==> config.mk <==
export PLATFORM = sky130hd
export DESIGN_NAME = bank_tags
export DESIGN_NICKNAME = d
export VERILOG_FILES = /design/src/hw/cache_pkg.sv /design/src/hw/bank_tags.sv
export SDC_FILE = /design/constraint.sdc
export NUM_CORES = 1
export LEC_CHECK = 0
export BUFFER_PORTS_ARGS = -buffer_cell sky130_fd_sc_hd__buf_2
export CORE_MARGIN = 4
export CORE_UTILIZATION = 35
export DETAILED_ROUTE_END_ITERATION = 8
export PLACE_DENSITY = 0.5
export SLEW_MARGIN = 20
export SYNTH_ARGS = -nofsm -noshare
export SYNTH_HDL_FRONTEND = slang
export SYNTH_SLANG_ARGS = --single-unit
==> constraint.sdc <==
create_clock -name clk -period 2.2 [get_ports clk]
set_input_delay 0.11 -clock clk [delete_from_list [all_inputs] [get_ports clk]]
set_output_delay 0.11 -clock clk [all_outputs]
set_load 0.02 [all_outputs]
==> src/hw/cache_pkg.sv <==
// data cache widths, cache line type, core and memory request and response structs
package cache_pkg;

    localparam int WORD_WIDTH      = 32;
    localparam int WORD_BYTES      = WORD_WIDTH / 8;
    localparam int WORDS_PER_LINE  = 4;
    localparam int WSEL_WIDTH      = 2;
    localparam int LINE_ADDR_WIDTH = 14;
    localparam int CORE_TAG_WIDTH  = 4;

    typedef logic [WORDS_PER_LINE-1:0][WORD_WIDTH-1:0] line_t;

    // rw = 1 is a write
    typedef struct packed {
        logic                       rw;
        logic [LINE_ADDR_WIDTH-1:0] line_addr;
        logic [WSEL_WIDTH-1:0]      wsel;
        logic [WORD_BYTES-1:0]      byteen;
        logic [WORD_WIDTH-1:0]      data;
        logic [CORE_TAG_WIDTH-1:0]  tag;
    } core_req_t;

    typedef struct packed {
        logic [WORD_WIDTH-1:0]     data;
        logic [CORE_TAG_WIDTH-1:0] tag;
    } core_rsp_t;

    // data is zero on a line fill request
    typedef struct packed {
        logic                       rw;
        logic [LINE_ADDR_WIDTH-1:0] line_addr;
        logic [WSEL_WIDTH-1:0]      wsel;
        logic [WORD_BYTES-1:0]      byteen;
        logic [WORD_WIDTH-1:0]      data;
    } mem_req_t;

    // single outstanding fill, so no address comes back
    typedef struct packed {
        line_t data;
    } mem_rsp_t;

endpackage

==> src/hw/bank_tags.sv <==
// direct-mapped tag array and valid bits with registered read and line fill
`timescale 1ns/1ps

module bank_tags #(
    parameter int  NUM_LINES = 64,
    localparam int IDX_W     = $clog2(NUM_LINES),
    localparam int TAG_W     = cache_pkg::LINE_ADDR_WIDTH - IDX_W
) (
    input  logic             clk,
    input  logic             rst_n,
    input  logic [IDX_W-1:0] rd_idx,
    input  logic             fill,
    input  logic [IDX_W-1:0] fill_idx,
    input  logic [TAG_W-1:0] fill_tag,
    output logic [TAG_W-1:0] rd_tag,
    output logic             rd_valid
);
    import cache_pkg::*;

    logic [TAG_W-1:0]     tag_mem [NUM_LINES];
    logic [NUM_LINES-1:0] valid_q;

    // valid bits clear on reset so the bank starts empty
    always_ff @(posedge clk or negedge rst_n) begin
        if (!rst_n) begin
            valid_q  <= '0;
            rd_valid <= 1'b0;
        end else begin
            rd_valid <= valid_q[rd_idx];
            if (fill) begin
                valid_q[fill_idx] <= 1'b1;
            end
        end
    end

    always_ff @(posedge clk) begin
        rd_tag <= tag_mem[rd_idx];
        if (fill) begin
            tag_mem[fill_idx] <= fill_tag;
        end
    end

    // hit logic in stage 1 depends on a known valid bit
    a_rd_valid_known: assert property (
        @(posedge clk) disable iff (!rst_n) !$isunknown(rd_valid)
    ) else $error("tag store returned an unknown valid bit");

    // stored tag must keep the top of the line address
    initial begin
        assert (TAG_W > 0 && TAG_W < LINE_ADDR_WIDTH)
            else $error("NUM_LINES leaves no room for a tag");
    end

endmodule

Word-level counts from Yosys, hierarchy flattened
Memories as Yosys holds them, arrays and structs flattened. A register that Yosys moved wholly into a read port is not among the register bits.
Index checks and enable logic that the tools add are counted.
- register bits after elaboration: 65
- RAM bits: 512
- input bits: 23
- output and inout port bits: 9
- word-level logic and storage cells: 14
- memories kept: 1
- $lt $le $gt $ge: 3
- muxes and demuxes: 6
- bitwise operators: 1
- reduce and logical (&&, ||, !) cells: 1
- memory list (name ; depth ; width ; read ports ; clocked after memory_dff ; write ports ; RTL line ; RTL):
    tag_mem ; 64 ; 8 ; 1 ; 1 ; 1 ; bank_tags.sv:20 ; logic [TAG_W-1:0] tag_mem [NUM_LINES];
- operator list (operator ; number):
    $or 64x64->64 ; 1
    $lt 6x7->1 const B ; 2
    $bmux 1 s6 ; 1
    $demux 1 s6 ; 1
    $ge 6x1->1 const B ; 1
    $mux 1 ; 4
    $logic_and 1x1->1 ; 1

Logic depth before layout (Yosys ltp)
Gate-level depths: netlist of the first run.
- word-level depth: 5
- depth in mapped cells: 9

Worst setup path after synthesis of the first run
No wires, ideal clock.
- kind: in2reg
- from: in rd_idx[0]
- to: reg rd_tag[7], read port of tag_mem
- arrival time: 1.692 ns
- required time: 2.083 ns
- path slack: 0.391 ns
- stages: 7
- path buffers: 3
- cell sequence: buf_6 -> buf_2 -> buf_4 -> mux4_2 -> o211ai_1 -> nand2_1 -> a32o_1
- RTL lines (item ; RTL line ; RTL):
    from (decl) ; bank_tags.sv:11 ; input logic [IDX_W-1:0] rd_idx,
    to (decl) ; bank_tags.sv:15 ; output logic [TAG_W-1:0] rd_tag,

==> results.txt, run 1 <==
Status: finished clean
CTS tree: done
DP Area: 0.02504 sq mm
Routed WL: 57470 microns
Layout net count: 1328
Cell taking the most area after synthesis: edfxtp_1
Placed Cells incl. Taps: 2093
Final Skew: 0.01659 ns
Synth-to-Final Area Change: 19.87%
Post-layout util: 0.4226
F_max: 499.1 MHz
CTS root buffer: clkbuf_16
Clk slew on worst S/H paths: 0.06 ns
# setup viols final: 0
Initial antenna violation count: 1
IO buf count: 31
Post-synth top area share: 0.6778
P_leak: 9.293 nW
Max FO, Critical Path: 1
DP HPWL: 37670 microns
Total power: 24.93 mW
Die Y-Extent: 262.6 microns
Vias: 11.46k
Minimum clock period: 2.004 ns
RSZ-0062 raised after global routing: false
Grt total ovfl: 0
First-pass GRT wire length: 84280 microns
I/O pins: 32
CP top delay family: compound AO/OA/AOI/OAI gates
Layout cells sized above 1: 0.3844
Synth top cells by count: 512 x edfxtp_1, 148 x mux4_2, 79 x nor2_1
CP max stage delay: 0.50 ns
H-tree depth: 2
Filler cells: 5620
Max-cap violation count: 0
Synth Cell Area: 0.02268 sq mm
Syn nets: 1126
Setup TNS: 0 ns
Die X-Extent: 262.6 microns
Max-slew violation count: 0
Hold Buf Count CTS: 4
TritonCTS Buffers: 61
Synth Register Bits: 585
CP Launch Type: flop
Setup CP Type: flop to flop
Iter 0 DRT Violations: 910
Syn Inst Count: 1103
Core Area: 0.06435 sq mm
Hold Crit Class: input port to async pin
Post-Layout Cell Count: 2214
WP data arrival: 2.49 ns
Critical path's slowest cell: mux4_2
FP Rows: 93
Clock sink count: 585
CP bufs+invs: 0
Critical Path End Type: flop
Cell area after layout: 0.02719 sq mm
Asr flop ratio synth: 0.1111
Initial Utilization: 0.3525
Resized Gates After CTS: 0
CP dominant cell by count: o21ai_0
Count of cell types in the netlist: 39
Max VDD drop: 0.4703 mV
Top post-synthesis cells by area: edfxtp_1 68%, mux4_2 15%, dfrtp_1 7.2%, or2_2 1.8%, nor2_1 1.3%
Share of the clock period used by the worst path: 0.9108
Largest net degree at the start of global routing: 65
Die area: 0.06895 sq mm
Pre-antenna DRT Iters: 6
Gpl congestion: 0.7994
Number of synthesized flops with an enable pin: 512
Clock Latency Late Sink: 0.62 ns
# Post-CTS Setup Buffers: 0
Hold Vio Cnt, Final: 0
Cell with the most instances after synthesis: edfxtp_1
PD cells: 916.9 mW/mm^2
Vias per cell: 5.175
DRC viols: 0
Avg WL per Cell: 25.96 microns
Clk buf depth: 3
Ys flop type: edfxtp_1
Synth warnings: 0
Sequential cell area fraction in the yosys report: 0.7565
Worst Max-Slew Pin Slew: 0.7663 ns
Cells along the critical path: mux4_2 -> o221ai_1 -> o21ai_0 -> nand3_1 -> o21ai_0
WP data required: 2.68 ns
Antenna viol nets, final: 0
GRT Overall Usage: 0.1662
Avg Synthesized Cell Area: 20.57 sq um
Slew HR: 0.4891
Vias in the first global route: 12.07k
## logic make-up after synthesis
logic type,share of synthesized area
AO/OA/AOI/OAI,0.01605
flip-flops,0.7565
multiplexers,0.1659
AND/OR/NAND/NOR,0.04744
buffers and inverters,0.01407
## cells in the final DEF, fill, tap and decap left out, types with 13 or more instances in the layout
| cell | count |
|---|---|
| edfxtp_1 | 512 |
| mux4_2 | 148 |
| buf_4 | 146 |
| nor2_1 | 79 |
| or2_2 | 66 |
| dfrtp_1 | 65 |
| clkbuf_16 | 63 |
| buf_2 | 27 |
| mux2i_1 | 25 |
| nand2_1 | 25 |
| nand3_1 | 17 |
| buf_12 | 17 |
| mux2_2 | 16 |
| clkbuf_1 | 13 |
## report_power, final
| group | internal, mW | switching (mW) |
|---|---|---|
| Sequential | 12.4 | 0.142 |
| Combinational | 0.801 | 0.898 |
| Clock | 6.42 | 4.29 |
## final timing paths
check / startpoint / end / slack [ns] / cells past startpoint
max in group asynchronous: rst_n / valid_q[50] / 1.54 / 3
worst min register to register: valid_q[38] / valid_q[38] / 0.46 / 1
worst min-delay path: rst_n / valid_q[22] / 0.04 / 2
min in group clk: fill_tag[1] / tag_mem[36][1] / 0.04 / 2
worst max-delay path: tag_mem[20][5] / rd_tag[5] / 0.20 / 5
worst max register to register: tag_mem[20][5] / rd_tag[5] / 0.20 / 5
## through the flow
| stage | hold WS (ns) | setup slack (ns) |
|---|---|---|
| finish | 0.03573 | 0.1962 |
| global route | 0.03836 | 0.1557 |
| CTS | 0.0009934 | 0.1965 |
| detailed placement | 0.1481 | -0.07937 |
| global placement | 0.1446 | -0.07044 |
| floorplan | -0.1856 | 0.3911 |
## registers in the layout (all words and copies together) (netlist names)
signal,cells
rd_tag,8
valid_q,64
rd_valid,1
tag_mem,512
## metal layers
layer	GRT usage	share of wire
met1	0.2396	0.45
met2	0.2605	0.47
met3	0.02771	0.053
met4	0.05354	0.027
met5	0	0
## layout make-up
cell class / count / area (sq um) / share of cell area
Sequential cell: 585 / 17160 / 0.6311
Multi-Input combinational cell: 459 / 5204 / 0.1914
Clock buffer: 83 / 1722 / 0.06332
Timing Repair Buffer: 196 / 1638 / 0.06023
Tap cell: 855 / 1070 / 0.03934
Clock inverter: 33 / 386.6 / 0.01422
Inverter: 2 / 7.507 / 0.0002761
Antenna cell: 1 / 2.502 / 0.00009203
Note: power is estimated with default switching activity, not from simulation.
==> run 2: changes to the inputs <==
--- a/config.mk
+++ b/config.mk
@@ -10,6 +10,7 @@
 export CORE_UTILIZATION = 35
 export DETAILED_ROUTE_END_ITERATION = 8
 export PLACE_DENSITY = 0.5
+export RECOVER_POWER = 100
 export SLEW_MARGIN = 20
 export SYNTH_ARGS = -nofsm -noshare
 export SYNTH_HDL_FRONTEND = slang
==> run 2 against run 1 <==
Largest cell class unchanged. Worst hold slack improved by 0.015 ns. Sequential cell count did not move. Final cell count did not move. Count of clock-buffer cells in the layout did not move. Cell area fell by 1.2%. The run now ends with max-capacitance violations, max-slew violations left. Critical path depth did not move. Combinational power fell by 2%. Via count rose by 0.68%. Highest routed layer unchanged. Fmax fell by 1.0%.
==> results.txt, run 2 (synthesis gave the netlist of run 1 again) <==
Status: complete, but fails checks
Failing checks: max-capacitance violations, max-slew violations
Clk slew on worst S/H paths: 0.06 ns
Final Skew: 0.01534 ns
Clk buf depth: 3
Largest net degree at the start of global routing: 65
GRT Overall Usage: 0.1662
Most frequent cells in the layout: 512 x edfxtp_1, 148 x mux4_2, 88 x clkbuf_1
Clock sink count: 585
RSZ-0062 raised after global routing: false
Pre-antenna DRT Iters: 5
First-pass GRT wire length: 84280 microns
Gpl congestion: 0.7994
FP Rows: 93
Iter 0 DRT Violations: 998
H-tree depth: 2
Vias: 11.54k
Clock Latency Late Sink: 0.62 ns
CP max stage delay: 0.50 ns
Layout cells sized above 1: 0.3284
Critical Path End Type: flop
# setup viols final: 0
Max-cap violation count: 2
Initial Utilization: 0.3525
CP Launch Type: flop
Register Area: 0.01716 sq mm
Post-layout util: 0.4175
IO buf count: 31
Worst Max-Slew Pin Slew: 1.524 ns
Clock group share of total power: 0.430
CTS root buffer: clkbuf_16
Routed WL: 57550 microns
Die Y-Extent: 262.6 microns
Most common cell after layout, fill and taps aside: edfxtp_1
Vias per cell: 5.210
Combinational share of power: 0.067
Core Area: 0.06435 sq mm
WP data arrival: 2.51 ns
Synth-to-Final Area Change: 18.43%
Hold Crit Class: input port to flop
Filler cells: 5714
Setup CP Type: flop to flop
Resized Gates After CTS: 0
Internal power: 19.58 mW
Avg WL per Cell: 25.99 microns
Initial antenna violation count: 1
Setup TNS: 0 ns
Switching pwr: 5.316 mW
Vias in the first global route: 12.07k
Slew HR: -0.01628
CP dominant cell by count: o21ai_0
Final setup margin: 0.1752 ns
Hold Vio Cnt, Final: 0
Worst hold slack: 0.05120 ns
Hold Buf Count CTS: 4
R2r worst-path depth: 5
Place WS: -0.07937 ns
Grt total ovfl: 0
Layout net count: 1328
R2r setup slk: 0.18 ns
Antenna viol nets, final: 0
Critical path's slowest cell: mux4_2
WP data required: 2.68 ns
Number of flip-flops in the largest register: 512
Biggest register: tag_mem
CTS tree: done
F_max: 493.9 MHz
PD cells: 926.7 mW/mm^2
Top flop regs: tag_mem (512), valid_q (64), rd_tag (8)
TritonCTS Buffers: 61
Share of the clock period used by the worst path: 0.9204
WHS Path Cells: 3
Die X-Extent: 262.6 microns
# Post-CTS Setup Buffers: 0
Max-slew violation count: 65
Max FO, Critical Path: 1
DP HPWL: 37670 microns
Reg power frac: 0.504
DRC viols: 0
Cells along the critical path: mux4_2 -> o221ai_1 -> o21ai_0 -> nand3_1 -> o21ai_0
Die area: 0.06895 sq mm
Max VDD drop: 0.4700 mV
Multi-input gate area: 0.005197 sq mm
Minimum clock period: 2.025 ns
I/O pins: 32
Sw Share: 0.2135
P_leak: 8.983 nW
## run 2: worst paths after layout
path                                 from             end
max                        tag_mem[20][5]       rd_tag[5]
min                           fill_idx[0]  tag_mem[53][6]
max reg2reg                tag_mem[20][5]       rd_tag[5]
min reg2reg                   valid_q[34]     valid_q[34]
max in group asynchronous           rst_n     valid_q[63]
min in group asynchronous           rst_n     valid_q[22]
## run 2: critical path: cells and delay by family (launching register included)
kind / cells / cell delay (ns)
flops: 1 / 0.37
simple gates: 1 / 0.31
mux: 1 / 0.50
compound gates: 3 / 0.70
## run 2: cell type report
| class | count | share of cell area |
|---|---|---|
| antenna | 1 | 0.00009314 |
| multi-input combinational | 459 | 0.1935 |
| clock inverter | 33 | 0.01439 |
| timing repair buffer | 196 | 0.04909 |
| clock buffer | 83 | 0.06408 |
| tap | 855 | 0.03982 |
| sequential | 585 | 0.6388 |
| inverter | 2 | 0.0002794 |
## run 2: power by group through the flow
stage | logic, mW | registers [mW] | clock network [mW]
after global placement | 1.69 | 12.8 | 0
after global routing | 1.80 | 12.6 | 11.5
after CTS | 1.73 | 12.5 | 11.0
final | 1.66 | 12.5 | 10.7
after detailed placement | 1.72 | 12.8 | 0
after floorplan | 0.928 | 12.7 | 0
## run 2: per-layer routing
| layer | wire (microns) | global-route usage |
|---|---|---|
| met1 | 25980 | 0.2396 |
| met2 | 26940 | 0.2605 |
| met3 | 2927 | 0.02771 |
| met4 | 1691 | 0.05354 |
| met5 | 0 | 0 |
## run 2: metrics by stage
stage	total power, mW	instances	area [sq um]
finish	24.90	2214	26870
detailed placement	14.48	2093	25040
global placement	14.45	2093	25040
global route	25.82	2213	26860
floorplan	13.65	1103	22680
CTS	25.25	2213	27190
