File: config.mk
export PLATFORM = sky130hd
export DESIGN_NAME = bank_fifo
export DESIGN_NICKNAME = d
export VERILOG_FILES = /design/src/hw/bank_fifo.sv
export SDC_FILE = /design/constraint.sdc
export NUM_CORES = 1
export LEC_CHECK = 0
export BUFFER_PORTS_ARGS = -buffer_cell sky130_fd_sc_hd__buf_4
export CAP_MARGIN = 10
export CORE_MARGIN = 2
export CORE_UTILIZATION = 40
export CTS_BUF_LIST = sky130_fd_sc_hd__clkbuf_4 sky130_fd_sc_hd__clkbuf_8 sky130_fd_sc_hd__clkbuf_16
export CTS_CLUSTER_DIAMETER = 40
export DETAILED_ROUTE_END_ITERATION = 10
export PLACE_DENSITY = 0.61
export REMOVE_ABC_BUFFERS = 1
export SYNTH_ARGS = -nofsm -noshare
export SYNTH_HDL_FRONTEND = slang
export SYNTH_SLANG_ARGS = --single-unit
File: constraint.sdc
create_clock -name clk -period 2.7 [get_ports clk]
set_input_delay 0.27 -clock clk [delete_from_list [all_inputs] [get_ports clk]]
set_output_delay 0.27 -clock clk [all_outputs]
set_load 0.01 [all_outputs]
File: src/hw/bank_fifo.sv
// payload-typed circular FIFO with count and almost-full flag
`timescale 1ns/1ps

module bank_fifo #(
    parameter int  QUEUE_DEPTH = 4,
    parameter type payload_t   = logic
) (
    input  logic     clk,
    input  logic     rst_n,
    input  logic     push,
    input  payload_t push_data,
    output logic     pop_valid,
    output payload_t pop_data,
    input  logic     pop_ready,
    output logic     alm_full
);

    localparam int PTR_W   = $clog2(QUEUE_DEPTH);
    localparam int COUNT_W = $clog2(QUEUE_DEPTH + 1);

    payload_t           fifo_mem [QUEUE_DEPTH];
    logic [PTR_W-1:0]   rd_ptr;
    logic [PTR_W-1:0]   wr_ptr;
    logic [COUNT_W-1:0] count;
    logic               pop;
    logic               full;

    assign pop_valid = (count != '0);
    assign pop_data  = fifo_mem[rd_ptr];
    assign pop       = pop_valid && pop_ready;
    assign full      = (count == COUNT_W'(QUEUE_DEPTH));
    // at most one free slot
    assign alm_full  = (count >= COUNT_W'(QUEUE_DEPTH - 1));

    always_ff @(posedge clk or negedge rst_n) begin
        if (!rst_n) begin
            rd_ptr <= '0;
            wr_ptr <= '0;
            count  <= '0;
        end else begin
            if (push) begin
                wr_ptr <= (wr_ptr == PTR_W'(QUEUE_DEPTH - 1)) ? '0 : wr_ptr + 1'b1;
            end
            if (pop) begin
                rd_ptr <= (rd_ptr == PTR_W'(QUEUE_DEPTH - 1)) ? '0 : rd_ptr + 1'b1;
            end
            if (push && !pop) begin
                count <= count + 1'b1;
            end else if (pop && !push) begin
                count <= count - 1'b1;
            end
        end
    end

    always_ff @(posedge clk) begin
        if (push) begin
            fifo_mem[wr_ptr] <= push_data;
        end
    end

    // the producer throttles on alm_full, so a push never meets a full queue
    a_no_push_when_full: assert property (
        @(posedge clk) disable iff (!rst_n) !(push && full)
    ) else $error("push into a full queue");

endmodule

# [Word-level counts from Yosys, hierarchy flattened]
# Memory sizes are Yosys's and may differ from the RTL's.
# Index checks and enable logic that the tools add are counted.
[totals] out_inout_bits=3 memories=1 ramBits=4 ff_bits=7
[memory_table] memory="fifo_mem" words=4 width=1 read_ports=1 rd_clocked_by_memory_dff=0 write_ports=1 line_no="21" source="payload_t fifo_mem [QUEUE_DEPTH];"
[classes] order_cmp=1 n_reduce_logical=7 eq_ne=2 addsub=4 muxes=6
[ops] cell="$mux W3" count=2
[ops] cell="$add A2 B1 Y2 const B" count=2
[ops] cell="$eq A2 B2 Y1 const B" count=2
[ops] cell="$mux W2" count=2
[ops] cell="$add A3 B1 Y3 const B" count=1
[ops] cell="$ge A3 B2 Y1 const B" count=1
[ops] cell="$logic_and A1 B1 Y1" count=3
[ops] cell="$reduce_bool A3 Y1" count=1
[ops] cell="$sub A3 B1 Y3 const B" count=1
[ops] cell="$logic_not A1 Y1" count=2
[ops] cell="$mux W1" count=2
[ops] cell="$reduce_bool A2 Y1" count=1

# [Depth between registers and ports, before layout]
# Gate-level depths: netlist (run 1).
[depth] depth_word=5 depth_mapped=8

# [Least setup slack after synthesis (run 1)]
# OpenSTA, ideal clock, no wires.
[synth_timing] path_kind="flip-flop to flip-flop" from="reg count[0]" to="reg count[2]" slack_ns=0.722 t_arrival_ns=1.898 stages_incl_launch_ff=9 required_time_ns=2.621 setup_ns=0.079 period_less_slack_ns=1.978 cell_sequence="dfrtp_1 > or3_4 > nand2_4 > ha_1 > inv_1 > fa_1 > xor2_1 > nor2_1 > xor2_1"
[synth_between] elab_chain_len=5
[synth_rtl] item="start, declared" line_no="24" source="logic [COUNT_W-1:0] count;"
[synth_rtl] item="start signal, assigned" line_no="48" source="count <= count + 1'b1;"
[synth_rtl] item="start signal, assigned" line_no="50" source="count <= count - 1'b1;"
[synth_rtl] item="$reduce_bool A3 Y1 (*)" line_no="28" source="assign pop_valid = (count != '0);"
[synth_rtl] item="via pop_valid" line_no="12" source="output logic pop_valid,"
[synth_rtl] item="$logic_and A1 B1 Y1 (*)" line_no="30" source="assign pop = pop_valid && pop_ready;"
[synth_rtl] item="$logic_not A1 Y1" line_no="47" source="if (push && !pop) begin"
[synth_rtl] item="$logic_and A1 B1 Y1" line_no="47"
[synth_rtl] item="$mux W3 or $reduce_bool A2 Y1 (tied branches)"
# The timed path passes the listed nets; every way through them passes the cells marked *. The select of a mux whose other input is x is not followed.
# A chain may end at the register's enable or synchronous reset.

# [Worst setup path after layout (run 1)]
[layout_timing] from="reg count[0]" to="reg count[2]"
[layout_between] elab_chain_len=5
[layout_rtl] item="parallel branches: the longest is 5 deep, another holds $sub A3 B1 Y3"
# Several ways; the timed one is not identified. The select of a mux whose other input is x is not followed.

==> results_dict.tcl, run 1 <==
set metrics [dict create \
    path_buf_inv 1 \
    dp_slack_ns 0.6566 \
    routed_via_density 4.783 \
    seq_area_frac_synth_pct 51.19 \
    ant_nets 0 \
    yosysTopAreaCell "dfrtp_1" \
    grt_pass1_vias 305 \
    drive_gt1_share_pct 33.33 \
    ys_top_cells_by_area "dfrtp_1, edfxtp_1, ha_1" \
    reg2reg_depth 8 \
    critPathMaxFanout 4 \
    endpoint "count[2]" \
    worst_ep_arrival_time_ns 2.24 \
    ys.flop_type "dfrtp_1" \
    drt-initial-drc-count 2 \
    critPathLaunchType "register" \
    antenna_found_initial 0 \
    timing.final.crit_period_ns 2.055 \
    final_area_um2 688.2 \
    finalSetupTns_ns 0 \
    dp_hpwl_um 594.9 \
    setup_violations 0 \
    skew_ns 0.003266 \
    die_y_um 41.98 \
    max_slew_margin_pct 88.21 \
    finalHoldViolations 0 \
    crit_type "reg2reg" \
    remaining_drc_errors 0 \
    worst_path_most_repeated_cell "xor2_1" \
    cp-end-kind "register" \
    insertion_delay_ns 0.27 \
    max_cap_viol_count 0 \
    yosysUniqueCellTypes 17 \
    io_pins 8 \
    r2r-start "count[0]" \
    yosys_warnings 0 \
    worstMarginPinSlew_ns 0.1768 \
    cp_slowest_stage_delay_ns 0.43 \
    peakVddDrop_mv 0.5601 \
    synth_edf_count 4 \
    rsz0062_at_grt "no" \
    synthMostInstantiatedCell "dfrtp_1" \
    power_density_mw_per_mm2 1029 \
    cp.depth 8 \
    timing.rr.end "count[2]" \
    critPathLaunch "count[0]" \
    initial_core_util_pct 43.78 \
    fp.dieW_um 41.98 \
    r2r_slack_ns 0.65 \
    rows 13 \
    max_freq_ghz 0.4866 \
    dr.pass1.iters 2 \
    htreeDepth 1 \
    yosys_register_bits 11 \
    die_area_mm2 0.001762 \
    numCtsBuffers 3 \
    num_vias 330 \
    hold_class "in2reg" \
    crit_slowest_cell "dfrtp_1" \
    clk_pin_slew_ns 0.06 \
    syn_inst 42 \
    grt_max_degree 10 \
    cts_tree "done" \
    root_buffer "clkbuf_4" \
    min_from "push_data" \
    avgSynthCellArea_um2 13.73 \
    synthTopCellsByCount "dfrtp_1, ha_1, and2_1, edfxtp_1" \
    outcome "complete, no violations" \
    gp_congestion 0.7087 \
    area_growth_pct 19.31 \
    grtUsageTotal_pct 10.52 \
    cts_sinks 11 \
    grt_pass1_wl_mm 1.248 \
    io_buffers 7 \
    crit_chain "or3_4, nand2_4, ha_1, inv_1, fa_1, xor2_1, nor2_1, xor2_1" \
    totalWireLength_um 733 \
    wl_per_cell_um 10.62 \
    synth_area_um2 576.8 \
    placed_area_um2 648.1 \
    async_reset_ff_share_pct 63.64 \
    crit_required_ns 2.89 \
    cts_buffer_depth 2 \
    fin_crit_sh_pct 76.11 \
    n_antenna_cell 0 \
    nNetsFinal 67 \
    layout_setup_ws_ns 0.6450 \
    power_leakage_nw 0.3175 \
    cts_resized 0 \
    critical_path.top_delay_family "simple AND/OR/NAND/NOR gates" \
    core_area_mm2 0.001318 \
    grt_overflow 0 \
    slew_viol_final 0 \
    yosysTopAreaCellShare_pct 30.37 \
]
[worst min-delay path by stage]
stage               slack [ns]     endpoint  depth (start not counted)
floorplan                -0.03     count[0]                          0
detailed placement        0.09    rd_ptr[1]                          1
finish                    0.20  fifo_mem[2]                          1
global placement          0.08    rd_ptr[0]                          1
CTS                       0.19  fifo_mem[2]                          1
global route              0.19  fifo_mem[3]                          1
[worst reg2reg max path, cell delays in order, from the launching register on]
cell and delay (ns):
dfrtp_1 0.43, or3_4 0.42, nand2_4 0.10, ha_1 0.18, inv_1 0.06, fa_1 0.37
xor2_1 0.15, nor2_1 0.11, xor2_1 0.16
[layout make-up]
cell class	count	area [um2]
fill	109	629.4
sequential	11	295.3
multi-input combinational	28	270.3
timing repair buffer	8	62.56
clock buffer	4	30.03
tap	15	18.77
inverter	3	11.26
[placed cells by master (no fill, tap or decap)]
cell type	instances
dfrtp_1	7
buf_4	7
ha_1	6
and2_1	4
clkbuf_4	4
edfxtp_1	4
inv_1	3
nor2_1	3
mux2_4	2
nand2_1	2
o21ai_0	2
xor2_1	2
or3_4	1
nand2_4	1
mux4_2	1
a21o_2	1
xnor2_1	1
mux2_2	1
fa_1	1
dlygate4sd3_1	1
[sequential cells by signal (all words and copies together) (netlist names)]
signal,cells
fifo_mem,4
count,3
rd_ptr,2
wr_ptr,2
[cell families (layout without fill, tap and decap cells)]
kind of cell,after synthesis,in the layout,share of synthesized area [%]
compound gates,3,3,3.254
xor+xnor,3,3,4.556
fa+ha+maj,7,7,16.49
buf+inv,3,15,1.952
flops,11,11,51.19
mux,4,4,11.06
simple gates,11,11,11.50
[report_power, final]
part | total [mW] | leakage [nW] | switching, mW | internal (mW)
Sequential | 0.300 | 0.120 | 0.0605 | 0.239
Combinational | 0.292 | 0.179 | 0.117 | 0.175
Clock | 0.117 | 0.0184 | 0.0500 | 0.0672
[metal layers]
metal	share of wire (%)	vias to the layer above	track usage (%)
met5	0	-	0
met4	1.9	0	7.742
met3	6.8	2	6.466
met2	49	8	15.31
met1	42	155	10.96
li1	-	165	-
[repair_timing]
action,CTS,global route
setup endpoints to repair,0,0
hold buffers,1,0
setup buffers,0,0
hold endpoints to repair,7,0
[metrics by stage]
| step | power, mW | utilization (%) | std cells | hold slack, ns |
|---|---|---|---|---|
| finish | 0.7084 | 52.23 | 69 | 0.1993 |
| global route | 0.7741 | 52.23 | 69 | 0.1868 |
| CTS | 0.7245 | 52.23 | 69 | 0.1918 |
| detailed placement | 0.5997 | 49.19 | 64 | 0.08616 |
| global placement | 0.5759 | 49.19 | 64 | 0.08316 |
| floorplan | 0.5103 | - | 42 | -0.02559 |
No activity file was read; power rests on OpenSTA's default activity.
==> run 2: changes to the inputs <==
--- a/config.mk
+++ b/config.mk
@@ -5,6 +5,7 @@
 export SDC_FILE = /design/constraint.sdc
 export NUM_CORES = 1
 export LEC_CHECK = 0
+export ABC_AREA = 1
 export BUFFER_PORTS_ARGS = -buffer_cell sky130_fd_sc_hd__buf_4
 export CAP_MARGIN = 10
 export CORE_MARGIN = 2
==> constraint.sdc (replaced) <==
create_clock -name clk -period 1.9 [get_ports clk]
set_input_delay 0.19 -clock clk [delete_from_list [all_inputs] [get_ports clk]]
set_output_delay 0.19 -clock clk [all_outputs]
set_load 0.01 [all_outputs]
==> results_dict.tcl, run 2 <==
set metrics [dict create \
    num_vias 415 \
    path_buf_inv 2 \
    n_antenna_cell 0 \
    layout.cells.non_filler 93 \
    finalSetupTns_ns 0 \
    post_cts_buffers 0 \
    root_buffer "clkbuf_4" \
    cp-end-kind "register" \
    skew_ns 0.003067 \
    routed_via_density 4.462 \
    yosys_register_bits 11 \
    finalHoldViolations 0 \
    yosysTopAreaCellShare_pct 28.57 \
    yosys_warnings 0 \
    worst_path_most_repeated_cell "nand2_1" \
    core_area_mm2 0.001471 \
    fillers 154 \
    area_growth_pct 18.37 \
    reg.largest.list "fifo_mem x4, count x3" \
    clk_pin_slew_ns 0.07 \
    seq_area_frac_synth_pct 48.16 \
    power_leakage_nw 0.3891 \
    worstMarginPinSlew_ns 0.2031 \
    ant_nets 0 \
    cp_slowest_stage_delay_ns 0.40 \
    synth_area_um2 613.1 \
    hold_class "in2reg" \
    initial_core_util_pct 41.67 \
    final_util_pct 49.32 \
    fin_crit_sh_pct 89.34 \
    peakVddDrop_mv 0.6386 \
    multi_input_area_um2 265.3 \
    power_density_mw_per_mm2 1457 \
    crit_chain "inv_1, nand3_4, nand2_4, ha_1, inv_1, fa_1, nand2_1, nand3_1, nand2_1, nand2_1" \
    cts_buffer_depth 2 \
    crit_type "reg2reg" \
    synthMostInstantiatedCell "nand2_1" \
    outcome "complete, no violations" \
    gp_congestion 0.7286 \
    dr.pass1.iters 4 \
    grt_max_degree 10 \
    largest_register "fifo_mem" \
    max_slew_margin_pct 86.46 \
    post-place-cells 88 \
    remaining_drc_errors 0 \
    setup_violations 0 \
    max_cap_viol_count 0 \
    cts_sinks 11 \
    grt_pass1_vias 384 \
    grtUsageTotal_pct 11.19 \
    die_y_um 43.15 \
    ys.flop_type "dfrtp_1" \
    async_reset_ff_share_pct 63.64 \
    io_buffers 7 \
    cts_resized 0 \
    largest_reg_flops 4 \
    synth_edf_count 4 \
    syn_inst 65 \
    critical_path.top_delay_family "adder cells" \
    timing.final.crit_period_ns 1.698 \
    mostFrequentLayoutCell "nand2_1" \
    slew_viol_final 0 \
    ys_top_cells_by_area "dfrtp_1, edfxtp_1, ha_1" \
    insertion_delay_ns 0.27 \
    crit_required_ns 2.06 \
    antenna_found_initial 0 \
    drt-initial-drc-count 2 \
    whs_ns 0.1221 \
    grt_overflow 0 \
    fp.dieW_um 43.15 \
    htreeDepth 1 \
    crit_slowest_cell "dfrtp_1" \
    ff_latch_area_um2 295.3 \
    yosysUniqueCellTypes 18 \
    layout.cells.most_common_list "nand2_1, inv_1, dfrtp_1, buf_4, ha_1" \
    avgSynthCellArea_um2 9.432 \
    grt_pass1_wl_mm 1.490 \
    die_area_mm2 0.001862 \
    rsz0062_at_grt "no" \
    cts_tree "done" \
    drive_gt1_share_pct 19.48 \
    worst_ep_arrival_time_ns 1.85 \
    wl_per_cell_um 8.968 \
    critPathMaxFanout 4 \
    critPathLaunchType "register" \
    synthTopCellsByCount "nand2_1, inv_1, dfrtp_1, ha_1, edfxtp_1" \
    totalWireLength_um 834 \
    rows 14 \
    io_pins 8 \
    max_freq_ghz 0.5891 \
    numCtsBuffers 3 \
    dp_hpwl_um 664.1 \
    nNetsFinal 90 \
    yosysTopAreaCell "dfrtp_1" \
]
run 2: changes by cell type in the layout (fill, tap and decap cells not counted), sizes merged, moves of 2 or more:
cell | before | now
a21oi | 0 | 2
and2 | 4 | 0
inv | 3 | 14
mux2 | 3 | 0
nand2 | 3 | 18
nand3 | 0 | 4
nor2 | 3 | 1
o21ai | 2 | 4
xor2 | 2 | 0
run 2: metal layers:
layer  track usage (%)  part of all wire (%)  up-vias
met5                 0                     0        -
met4             9.091                   1.4        0
met3             2.553                   4.6        2
met2             15.52                    45        8
met1             14.59                    49      177
li1                  -                     -      228
run 2: worst paths after layout:
| check | from | endpoint | slack (ns) | depth (start not counted) |
|---|---|---|---|---|
| worst max register to register | count[1] | count[2] | 0.20 | 10 |
| worst min register to register | count[2] | count[2] | 0.49 | 2 |
| min in group asynchronous | rst_n | wr_ptr[0] | 0.26 | 2 |
| worst min-delay path | push_data | fifo_mem[3] | 0.12 | 1 |
| max in group asynchronous | rst_n | rd_ptr[1] | 1.52 | 2 |
| worst max-delay path | count[1] | count[2] | 0.20 | 10 |
run 2: kinds of logic after synthesis:
group                    after synthesis  share of synthesized area (%)
AO/OA/AOI/OAI                          7                          6.121
buffers and inverters                 14                          8.571
XOR/XNOR                               1                          1.429
AND/OR/NAND/NOR                       25                          20.20
adder cells (fa/ha/maj)                7                          15.51
flip-flops                            11                          48.16
run 2: layout make-up:
cell class | count | share of cell area, %
Timing Repair Buffer | 8 | 8.621
Tap cell | 16 | 2.759
Inverter | 14 | 7.241
Multi-Input combinational cell | 40 | 36.55
Clock buffer | 4 | 4.138
Sequential cell | 11 | 40.69
run 2: where the power goes:
part	switching (mW)	total [mW]	internal [mW]
clock network	0.0749	0.170	0.0955
registers	0.0857	0.426	0.341
logic	0.250	0.460	0.210
total	0.411	1.06	0.646
run 2: stage by stage:
stage | power [mW] | setup slack [ns] | area, um2
after floorplan | 0.7578 | 0.2941 | 613.1
after global placement | 0.8818 | 0.2259 | 685.7
after detailed placement | 0.8969 | 0.2028 | 685.7
after CTS | 1.072 | 0.1896 | 725.7
after global routing | 1.177 | 0.04403 | 725.7
final | 1.057 | 0.2025 | 725.7
run 2: repair_timing:
item	CTS	global route
endpoints found under the setup margin	0	0
hold buffers	1	0
endpoints found under the hold margin	7	0
