--- config.mk ---
export PLATFORM = sky130hd
export DESIGN_NAME = bank_pipeline
export DESIGN_NICKNAME = d
export VERILOG_FILES = /design/src/hw/cache_pkg.sv /design/src/hw/bank_pipeline.sv
export SDC_FILE = /design/constraint.sdc
export NUM_CORES = 1
export LEC_CHECK = 0
export BUFFER_PORTS_ARGS = -buffer_cell sky130_fd_sc_hd__buf_2
export CAP_MARGIN = 20
export CORE_AREA = 3 3 239 241
export CTS_BUF_LIST = sky130_fd_sc_hd__clkbuf_8
export DETAILED_ROUTE_END_ITERATION = 10
export DIE_AREA = 0 0 242 244
export PLACE_DENSITY = 0.39
export REMOVE_ABC_BUFFERS = 1
export SETUP_SLACK_MARGIN = 0.02
export SYNTH_ARGS = -nofsm -noshare
export SYNTH_HDL_FRONTEND = slang
export SYNTH_SLANG_ARGS = --single-unit
--- constraint.sdc ---
create_clock -name clk -period 17.4 [get_ports clk]
set_input_delay 2.61 -clock clk [delete_from_list [all_inputs] [get_ports clk]]
set_output_delay 2.61 -clock clk [all_outputs]
set_load 0.02 [all_outputs]
--- src/hw/cache_pkg.sv ---
// data cache widths, cache line type, core and memory request and response structs
package cache_pkg;

    localparam int WORD_WIDTH      = 32;
    localparam int WORD_BYTES      = WORD_WIDTH / 8;
    localparam int WORDS_PER_LINE  = 4;
    localparam int WSEL_WIDTH      = 2;
    localparam int LINE_ADDR_WIDTH = 14;
    localparam int CORE_TAG_WIDTH  = 4;

    typedef logic [WORDS_PER_LINE-1:0][WORD_WIDTH-1:0] line_t;

    // rw = 1 is a write
    typedef struct packed {
        logic                       rw;
        logic [LINE_ADDR_WIDTH-1:0] line_addr;
        logic [WSEL_WIDTH-1:0]      wsel;
        logic [WORD_BYTES-1:0]      byteen;
        logic [WORD_WIDTH-1:0]      data;
        logic [CORE_TAG_WIDTH-1:0]  tag;
    } core_req_t;

    typedef struct packed {
        logic [WORD_WIDTH-1:0]     data;
        logic [CORE_TAG_WIDTH-1:0] tag;
    } core_rsp_t;

    // data is zero on a line fill request
    typedef struct packed {
        logic                       rw;
        logic [LINE_ADDR_WIDTH-1:0] line_addr;
        logic [WSEL_WIDTH-1:0]      wsel;
        logic [WORD_BYTES-1:0]      byteen;
        logic [WORD_WIDTH-1:0]      data;
    } mem_req_t;

    // single outstanding fill, so no address comes back
    typedef struct packed {
        line_t data;
    } mem_rsp_t;

endpackage

--- src/hw/bank_pipeline.sv ---
// request arbitration, stage 1 hit and miss, miss register, hazard stall and queue pushes
`timescale 1ns/1ps

module bank_pipeline #(
    parameter int  NUM_LINES = 64,
    localparam int IDX_W     = $clog2(NUM_LINES),
    localparam int TAG_W     = cache_pkg::LINE_ADDR_WIDTH - IDX_W
) (
    input  logic                             clk,
    input  logic                             rst_n,

    input  cache_pkg::core_req_t             core_req,
    input  logic                             core_req_valid,
    output logic                             core_req_ready,
    input  cache_pkg::mem_rsp_t              mem_rsp,
    input  logic                             mem_rsp_valid,
    output logic                             mem_rsp_ready,

    output logic [IDX_W-1:0]                 tag_rd_idx,
    output logic                             tag_fill,
    output logic [TAG_W-1:0]                 tag_fill_tag,
    input  logic [TAG_W-1:0]                 tag_rd_tag,
    input  logic                             tag_rd_valid,

    output logic [IDX_W-1:0]                 data_rd_idx,
    output logic                             data_fill,
    output cache_pkg::line_t                 data_fill_line,
    output logic                             data_wr,
    output logic [IDX_W-1:0]                 data_wr_idx,
    output logic [cache_pkg::WSEL_WIDTH-1:0] data_wr_wsel,
    output logic [cache_pkg::WORD_BYTES-1:0] data_wr_byteen,
    output logic [cache_pkg::WORD_WIDTH-1:0] data_wr_word,
    input  cache_pkg::line_t                 data_rd_line,

    output logic                             rsp_push,
    output cache_pkg::core_rsp_t             rsp_data,
    input  logic                             rsp_alm_full,
    output logic                             mreq_push,
    output cache_pkg::mem_req_t              mreq_data,
    input  logic                             mreq_alm_full
);
    import cache_pkg::*;

    logic      run_q;
    logic      s1_valid;
    core_req_t s1_req;

    // the single outstanding read miss
    logic                       miss_pending;
    logic [LINE_ADDR_WIDTH-1:0] miss_line_addr;
    logic [WSEL_WIDTH-1:0]      miss_wsel;
    logic [CORE_TAG_WIDTH-1:0]  miss_tag;

    logic             s1_hit;
    logic             s1_rd_hit;
    logic             s1_rd_miss;
    logic             s1_wr;
    logic             s1_wr_hit;
    logic             hazard_stall;
    logic             core_req_fire;
    logic             mem_rsp_fire;
    logic [IDX_W-1:0] arr_idx;

    // stage 1 lookup
    assign s1_hit     = tag_rd_valid && (tag_rd_tag == s1_req.line_addr[LINE_ADDR_WIDTH-1:IDX_W]);
    assign s1_rd_hit  = s1_valid && !s1_req.rw && s1_hit;
    assign s1_rd_miss = s1_valid && !s1_req.rw && !s1_hit;
    assign s1_wr      = s1_valid && s1_req.rw;
    assign s1_wr_hit  = s1_wr && s1_hit;

    // read after a write hit to the same line must wait one cycle
    assign hazard_stall = s1_wr_hit && (core_req.line_addr == s1_req.line_addr);

    // fills win over core requests; a miss in stage 1 already blocks new requests
    assign core_req_ready = run_q && !miss_pending && !s1_rd_miss && !mem_rsp_valid
                          && !rsp_alm_full && !mreq_alm_full && !hazard_stall;
    assign mem_rsp_ready  = miss_pending && !rsp_alm_full;
    assign core_req_fire  = core_req_valid && core_req_ready;
    assign mem_rsp_fire   = mem_rsp_valid && mem_rsp_ready;

    // array index points at the miss line while a fill is pending
    assign arr_idx     = miss_pending ? miss_line_addr[IDX_W-1:0] : core_req.line_addr[IDX_W-1:0];
    assign tag_rd_idx  = arr_idx;
    assign data_rd_idx = arr_idx;

    assign tag_fill       = mem_rsp_fire;
    assign tag_fill_tag   = miss_line_addr[LINE_ADDR_WIDTH-1:IDX_W];
    assign data_fill      = mem_rsp_fire;
    assign data_fill_line = mem_rsp.data;

    assign data_wr        = s1_wr_hit;
    assign data_wr_idx    = s1_req.line_addr[IDX_W-1:0];
    assign data_wr_wsel   = s1_req.wsel;
    assign data_wr_byteen = s1_req.byteen;
    assign data_wr_word   = s1_req.data;

    // responses come from a read hit or from the returning fill and never both at once
    assign rsp_push = s1_rd_hit || mem_rsp_fire;
    always_comb begin
        if (mem_rsp_fire) begin
            rsp_data.data = mem_rsp.data[miss_wsel];
            rsp_data.tag  = miss_tag;
        end else begin
            rsp_data.data = data_rd_line[s1_req.wsel];
            rsp_data.tag  = s1_req.tag;
        end
    end

    // fill request on a read miss and write-through on every write
    assign mreq_push = s1_rd_miss || s1_wr;
    always_comb begin
        mreq_data.rw        = s1_req.rw;
        mreq_data.line_addr = s1_req.line_addr;
        mreq_data.wsel      = s1_req.wsel;
        mreq_data.byteen    = s1_req.byteen;
        mreq_data.data      = s1_req.rw ? s1_req.data : '0;
    end

    always_ff @(posedge clk or negedge rst_n) begin
        if (!rst_n) begin
            run_q        <= 1'b0;
            s1_valid     <= 1'b0;
            miss_pending <= 1'b0;
        end else begin
            run_q    <= 1'b1;
            s1_valid <= core_req_fire;
            if (s1_rd_miss) begin
                miss_pending <= 1'b1;
            end else if (mem_rsp_fire) begin
                miss_pending <= 1'b0;
            end
        end
    end

    always_ff @(posedge clk) begin
        if (core_req_fire) begin
            s1_req <= core_req;
        end
        if (s1_rd_miss) begin
            miss_line_addr <= s1_req.line_addr;
            miss_wsel      <= s1_req.wsel;
            miss_tag       <= s1_req.tag;
        end
    end

    // memory only offers a fill for the pending miss
    a_fill_needs_miss: assert property (
        @(posedge clk) disable iff (!rst_n) mem_rsp_valid |-> miss_pending
    ) else $error("memory fill offered without a pending miss");

    // no request reaches stage 1 while a miss is pending
    a_blocked_on_miss: assert property (
        @(posedge clk) disable iff (!rst_n) miss_pending |-> !s1_valid
    ) else $error("core request accepted while a miss is pending");

endmodule

; ---- Word-level counts from Yosys, hierarchy flattened
; Cells that the tools add are included.
[word_totals]
wordCells = 52
in_bits = 328
regBits = 80
[classes]
reduce_logical = 27
order_cmp = 2
eq_ne = 2
muxes = 9
[ops]
columns = cell, count
row1 = $bmux W32 S2, 2
row2 = $mux W32, 3
row3 = $mux W36, 1
row4 = $logic_and A1 B1 Y1, 16
row5 = $eq A14 B14 Y1, 1
row6 = $eq A8 B8 Y1, 1
row7 = $logic_not A1 Y1, 8
row8 = $lt A2 B3 Y1 const B, 2
row9 = $mux W6, 1
row10 = $logic_or A1 B1 Y1, 2
row11 = $mux W1, 2
row12 = $reduce_bool A2 Y1, 1

; ---- Depth between registers and ports, before layout
; Gate-level depths: netlist of run 1.
[logic_depth]
depth_word = 11
ltp_mapped = 8
mapped_depth_nobuf = 5

; ---- Worst setup path before layout of run 1
; OpenSTA, ideal clock, no wires.
[synth_timing]
path_type = input to register
start = input tag_rd_tag[0]
end = register s1_valid
setup_time_ps = 557
n_path_buf = 0
cell_stages = 5
t_arrival_ps = 7818
required_time_ps = 16843
slack_ps = 9026
path_cell_list = xor2_1 -> or3_1 -> nor4_1 -> o21ai_1 -> nor3b_1
[synth_between]
elab_chain_cells = 11
elab_cells_between_ends = 14
[synth_rtl]
columns = item, line
row1 = start: declaration, bank_pipeline.sv:22  ; input logic [TAG_W-1:0] tag_rd_tag,
row2 = $eq A8 B8 Y1 (*), bank_pipeline.sv:65  ; assign s1_hit = tag_rd_valid && (tag_rd_tag == s1_req.line_addr[LINE_ADDR_WIDTH-1:IDX_W]);
row3 = $logic_and A1 B1 Y1 (*), bank_pipeline.sv:65
row4 = $logic_not A1 Y1, bank_pipeline.sv:67  ; assign s1_rd_miss = s1_valid && !s1_req.rw && !s1_hit;
row5 = $logic_and A1 B1 Y1, bank_pipeline.sv:67
row6 = $logic_not A1 Y1, bank_pipeline.sv:75  ; assign core_req_ready = run_q && !miss_pending && !s1_rd_miss && !mem_rsp_valid
row7 = $logic_and A1 B1 Y1 (2 in series), bank_pipeline.sv:75
row8 = $logic_and A1 B1 Y1 (2 in series), bank_pipeline.sv:76  ; && !rsp_alm_full && !mreq_alm_full && !hazard_stall;
row9 = $logic_and A1 B1 Y1 (*), bank_pipeline.sv:76
row10 = $logic_and A1 B1 Y1 (*), bank_pipeline.sv:78  ; assign core_req_fire = core_req_valid && core_req_ready;
row11 = via core_req_fire, bank_pipeline.sv:60  ; logic core_req_fire;
row12 = end signal: assignment, bank_pipeline.sv:126  ; s1_valid <= core_req_fire;
row13 = end: declaration, bank_pipeline.sv:45  ; logic s1_valid;
; The timed path passes the listed nets; every way through them passes the cells marked *.
; A chain may end at the register's enable or synchronous reset.

; ---- Worst setup path in the final report of run 1
[layout_timing]
start = input tag_rd_tag[2]
end = output core_req_ready
[layout_between]
elab_chain_cells = 10
elab_cells_between_ends = 13
[layout_rtl]
columns = item, line
row1 = $eq A8 B8 Y1 (*), bank_pipeline.sv:65
row2 = $logic_and A1 B1 Y1 (*), bank_pipeline.sv:65
row3 = $logic_not A1 Y1, bank_pipeline.sv:67
row4 = $logic_and A1 B1 Y1, bank_pipeline.sv:67
row5 = $logic_not A1 Y1, bank_pipeline.sv:75
row6 = $logic_and A1 B1 Y1 (2 in series), bank_pipeline.sv:75
row7 = $logic_and A1 B1 Y1 (2 in series), bank_pipeline.sv:76
row8 = $logic_and A1 B1 Y1 (*), bank_pipeline.sv:76
row9 = end: declaration, bank_pipeline.sv:14  ; output logic core_req_ready,
; Every way passes the cells marked *; elsewhere a longest branch is shown, timed or not.

==> flow_summary.ini, run 1 <==
[floorplan]
fp.dieArea_um2 = 59000
io_pins = 616
fp.dieW_um = 242
start_util = 0.119
rows = 86
die_h_um = 244
core_region_area_um2 = 55100

[clocking]
post_cts_buffers = 0
hold_buffers = 0
clk_latency_ns = 0.39
cts.reportedPaths.clkPinSlew_ns = 0.09
clock_path_buffers = 2
cts_resized = 0
cts_tree = yes
numClockSinks = 80
htree_levels = 3
root_buffer = clkbuf_8
cts_made_buffers = 9

[power_and_ir_drop]
vdd_ir_drop_max_v = 0.0000390
leakagePower_nw = 4.16
power.density_nw_per_um2 = 62.7

[synth]
synth_edf_count = 77
synthArstFlopShare = 0.0375
yosysSeqAreaShare = 0.366
ys_top_cells_by_count = buf_4, edfxtp_1, mux4_2
synthDistinctLibCells = 30
synthCells = 507
ys_warn_count = 0
netlist_top_cells_area = edfxtp_1, buf_4, mux4_2
synth-main-ff-cell = edfxtp_1
avgSynthCellArea_um2 = 12.9
synth_top_cell_by_area = edfxtp_1
synth_top_area_share = 0.354
ys_seq_elements = 80
yosysMostFrequentCell = buf_4
syn_area_um2 = 6530

[grt]
overflow = 0
grt_pass1_wl_um = 52200
globalRouteTotalUtil = 0.129
grt_pass1_vias = 6005
antenna_found_initial = 21
grt_max_degree = 56

[finish]
syn_to_final_growth_pct = 40.9
final_cells = 1667
drive_gt1_frac = 0.814
regArea_um2 = 2390
num-nets-final = 1237
nFillCells = 6208
multiInputGateArea_um2 = 2500

[routing]
drt-initial-drc-count = 241
vias = 5686
first_pass_iters = 4
ant_nets = 0
drc = 0
wl_um = 39700
wl_per_cell_um = 23.8
viasPerCell = 3.41

[sta]
report.final.hold_viol_count = 0
skew_ns = 0.0118
finalSetupTns_ns = 0
finalCriticalPeriod_ns = 7.08
period_share = 0.407
hold_ws_ns = 0.447
max_slew.worst_pin.slew_ns = 0.985
grt_setup_unrepaired = false
drv_slew = 0
max_slew_margin = 0.343
fmax_mhz = 141
setup_viol_count_final = 0

[worst_setup_path]
crit_path_end_kind = output port
arrival_ns = 4.47
r2r_slack_ns = 14.14
crit_fanout = 2
critPathKind = input port to output port
crit_path_start_kind = input port
crit_required_ns = 14.79

[placed_design]
placedCellCount = 1645
dpl.hpwl_um = 35300
io_buffers = 615
place.gp.congestion = 0.956

[hold_path]
hp-class = register to register

[run_status]
status = complete, no violations

[job]
drv_cap = 0
metrics by stage:
step            util  power [W]  setup WS [ns]  area, µm²
6_report       0.167   0.000577          10.32       9200
5_1_grt        0.167   0.000610          10.20       9190
4_1_cts        0.166   0.000594          10.30       9160
3_5_place_dp   0.162   0.000430          10.31       8950
3_3_place_gp   0.162   0.000429          10.31       8950
2_1_floorplan      -   0.000299           9.02       4880
state kept, by name, summed over array words and instances (netlist names), 2 cells and up:
register,flops
data_wr_wsel,2
data_wr_byteen,4
data_wr_word,32
miss_line_addr,14
s1_req,4
mreq_data,9
miss_tag,4
data_wr_idx,6
miss_wsel,2
cells in the final DEF, fill, tap and decap left out:
cell type  Yosys  routed
xnor2_1       15      15
conb_1         1       1
buf_4        208       5
clkbuf_8       0       9
nand2_4        0       1
or4_4          1       1
edfxtp_1      77      77
nand2_2        1       1
nor3b_2        0       1
bufinv_16      0       2
a21o_1         1       1
nand4_1        2       2
mux2_2        38      38
clkinv_4       0       2
o21a_1         1       1
nor2b_1        1       1
dfrtp_1        3       3
nand2_1       16      15
nor2_4         0       1
mux4_2        64      64
inv_2          1       1
or3_1          1       1
buf_16         0       1
nand3_1        1       1
buf_2          8     615
nor4_1         3       3
or4_1          2       2
diode_2        0       6
inv_1          1       1
clkinv_1       0       2
nor4_4         1       1
o21ai_1        2       2
nand2b_1       2       2
xor2_1         7       7
nor2_1         2       1
and2_1        32      32
where the power goes:
part | total, W | leakage (nW) | internal, W | switching, W
sequential | 0.000222 | 0.733 | 0.000214 | 0.00000793
combinational | 0.000198 | 3.33 | 0.0000817 | 0.000116
clock | 0.000156 | 0.104 | 0.0000796 | 0.0000768
cell families (layout without fill, tap and decap cells):
| family | Yosys count | in the layout | share of synthesized area |
|---|---|---|---|
| AO/OA/AOI/OAI | 4 | 4 | 0.00383 |
| buffers and inverters | 232 | 638 | 0.254 |
| multiplexers | 102 | 102 | 0.286 |
| AND/OR/NAND/NOR | 66 | 66 | 0.0598 |
| XOR/XNOR | 22 | 22 | 0.0295 |
| flip-flops | 80 | 80 | 0.366 |
| other | 1 | 7 | 0.000574 |
worst max-delay path, stage by stage:
cell and delay, ns:
buf_2 0.11, xor2_1 0.22, or4_1 0.49, or4_4 0.45, nor4_4 0.33, nor2_1 0.08, buf_2 0.17
per-layer routing:
layer	share of wire	vias up	track usage
met1	0.36	2749	0.141
met4	0.014	10	0.0262
li1	-	2446	-
met5	0.0018	-	0
met2	0.50	444	0.227
met3	0.12	37	0.0606
worst paths after layout:
kind | from | endpoint | cells after the start
min in group asynchronous | rst_n | s1_valid$_DFF_PN0_ | 1
worst max register to register | mreq_data[50]$_DFFE_PP_ | data_wr_word[11]$_DFFE_PP_ | 6
worst min-delay path | s1_req[1]$_DFFE_PP_ | miss_tag[1]$_DFFE_PP_ | 0
worst max-delay path | tag_rd_tag[2] | core_req_ready | 7
max in group asynchronous | rst_n | run_q$_DFF_PN0_ | 1
worst min register to register | s1_req[1]$_DFFE_PP_ | miss_tag[1]$_DFFE_PP_ | 0
cell type report:
| class | count | share of cell area |
|---|---|---|
| inverter | 2 | 0.000816 |
| timing repair buffer | 621 | 0.342 |
| tap | 748 | 0.102 |
| clock inverter | 6 | 0.00925 |
| multi-input combinational | 195 | 0.272 |
| sequential | 80 | 0.260 |
| antenna | 6 | 0.00163 |
| clock buffer | 9 | 0.0135 |
(Power assumes the default switching activity.)
==> inputs of run 2 (changes only) <==
Settings changed: CORE_AREA 3 3 239 241 to 3 3 241 243, DIE_AREA 0 0 242 244 to 0 0 244 246, PLACE_DENSITY 0.39 to 0.38.
Clock period 17.4 ns to 7 ns, I/O delays scaled along.
==> run 2 against run 1 <==
Effect of this change: first-iteration DRC count grew 16%; highest routed layer unchanged; largest cell class unchanged; hold slack gained 0.0057 ns; die area grew 1.7%.
==> flow_summary.ini, run 2 (synthesized netlist as in run 1, its figures left out) <==
[grt]
grt_pass1_vias = 5753
grt_max_degree = 50
globalRouteTotalUtil = 0.131
antenna_found_initial = 13
overflow = 0
grt_pass1_wl_um = 52700

[worst_setup_path]
crit_family = simple AND/OR/NAND/NOR gates
crit_required_ns = 5.95
arrival_ns = 2.95
r2r-end = s1_req[3]$_DFFE_PP_
cp_common_cell = buf_2
max_stage_delay_ns = 0.59
crit_path_start_kind = input port
r2r_slack_ns = 3.37
crit_fanout = 2
crit_path_end_kind = output port
critPathKind = input port to output port
r2r_start = mreq_data[50]$_DFFE_PP_
critical_path.cell_chain = buf_2 -> xor2_1 -> or3_1 -> nor4_1 -> o21ai_1 -> nor2_1 -> buf_2
crit_buf_inv = 2
slowest_stage = nor4_1
reg2reg_depth = 6

[sta]
max_slew.worst_pin.slew_ns = 0.809
skew_ns = 0.0109
worst_slack_ns = 3.00
grt_setup_unrepaired = false
fmax_mhz = 250
finalCriticalPeriod_ns = 4.00
report.final.hold_viol_count = 0
period_share = 0.571
drv_slew = 0
finalSetupTns_ns = 0
max_slew_margin = 0.459
setup_viol_count_final = 0

[finish]
drive_gt1_frac = 0.814
syn_to_final_growth_pct = 40.7
multiInputGateArea_um2 = 2500
finish.utilization = 0.164
nFillCells = 6401
layout_common_cells = buf_2, edfxtp_1, mux4_2
num-nets-final = 1237
largest_reg_flops = 32
regArea_um2 = 2390
final_common_cell = buf_2
final_cells = 1674

[routing]
drc = 0
wl_per_cell_um = 25.0
ant_nets = 0
first_pass_iters = 6
wl_um = 41900
vias = 5653
viasPerCell = 3.38
drt-initial-drc-count = 279

[clocking]
hold_buffers = 0
root_buffer = clkbuf_8
cts.reportedPaths.clkPinSlew_ns = 0.09
clk_latency_ns = 0.38
htree_levels = 3
clock_path_buffers = 2
cts_resized = 0
numClockSinks = 80
post_cts_buffers = 0
cts_tree = yes
cts_made_buffers = 9

[job]
drv_cap = 0

[floorplan]
fp.dieW_um = 244
fp.dieArea_um2 = 60000
start_util = 0.116
die_h_um = 246
rows = 87
io_pins = 616
core_region_area_um2 = 56200

[run_status]
status = complete, no violations

[placed_design]
placedCellCount = 1654
io_buffers = 615
place.gp.congestion = 0.894
pre_cts_ws_ns = 2.69
dpl.hpwl_um = 36900

[power_and_ir_drop]
vdd_ir_drop_max_v = 0.000163
power.density_nw_per_um2 = 157
leakagePower_nw = 4.17
p_total_w = 0.00144

[hold_path]
hp-class = input port to async pin
## run 2: layout make-up
cell class	instances	area share
clock buffer	9	0.0135
inverter	2	0.000817
antenna	4	0.00109
tap	756	0.103
sequential	80	0.260
clock inverter	7	0.00980
timing repair buffer	621	0.340
multi-input combinational	195	0.272
## run 2: power breakdown
part	switching [W]	internal [W]
Sequential	0.0000199	0.000533
Clock	0.000190	0.000199
Combinational	0.000297	0.000203
Total	0.000507	0.000935
## run 2: routing by layer
| metal | vias up | wire length, µm | global-route usage | part of all wire |
|---|---|---|---|---|
| met1 | 2742 | 15400 | 0.145 | 0.37 |
| met3 | 46 | 4400 | 0.0471 | 0.10 |
| met2 | 419 | 21000 | 0.235 | 0.50 |
| met4 | 4 | 1040 | 0.0374 | 0.025 |
| li1 | 2442 | - | - | - |
| met5 | - | 24 | 0 | 0.00057 |
## run 2: per-stage QoR
step,area (µm²),hold slack [ns]
floorplan,4880,0.426
global placement,8960,0.429
global route,9180,0.426
detailed placement,8960,0.435
finish,9190,0.453
CTS,9180,0.417
## run 2: worst max-delay path by stage
stage / slack, ns / cells after the start / start / to
2_1_floorplan: 0.18 / 5 / tag_rd_tag[0] / s1_valid$_DFF_PN0_
3_3_place_gp: 2.75 / 7 / tag_rd_tag[0] / data_wr_wsel[0]$_DFFE_PP_
3_5_place_dp: 2.69 / 7 / tag_rd_tag[0] / data_wr_wsel[0]$_DFFE_PP_
4_1_cts: 2.94 / 7 / tag_rd_tag[0] / core_req_ready
5_1_grt: 2.83 / 7 / tag_rd_tag[0] / core_req_ready
6_report: 3.00 / 7 / tag_rd_tag[0] / core_req_ready
## run 2: worst register-to-register path: cells and delay by family, from the launching register on
kind            cells  cell delay [ns]
simple gates        3             1.66
buf+inv             1             0.67
flops               1             0.50
xor+xnor            1             0.19
compound gates      1             0.17
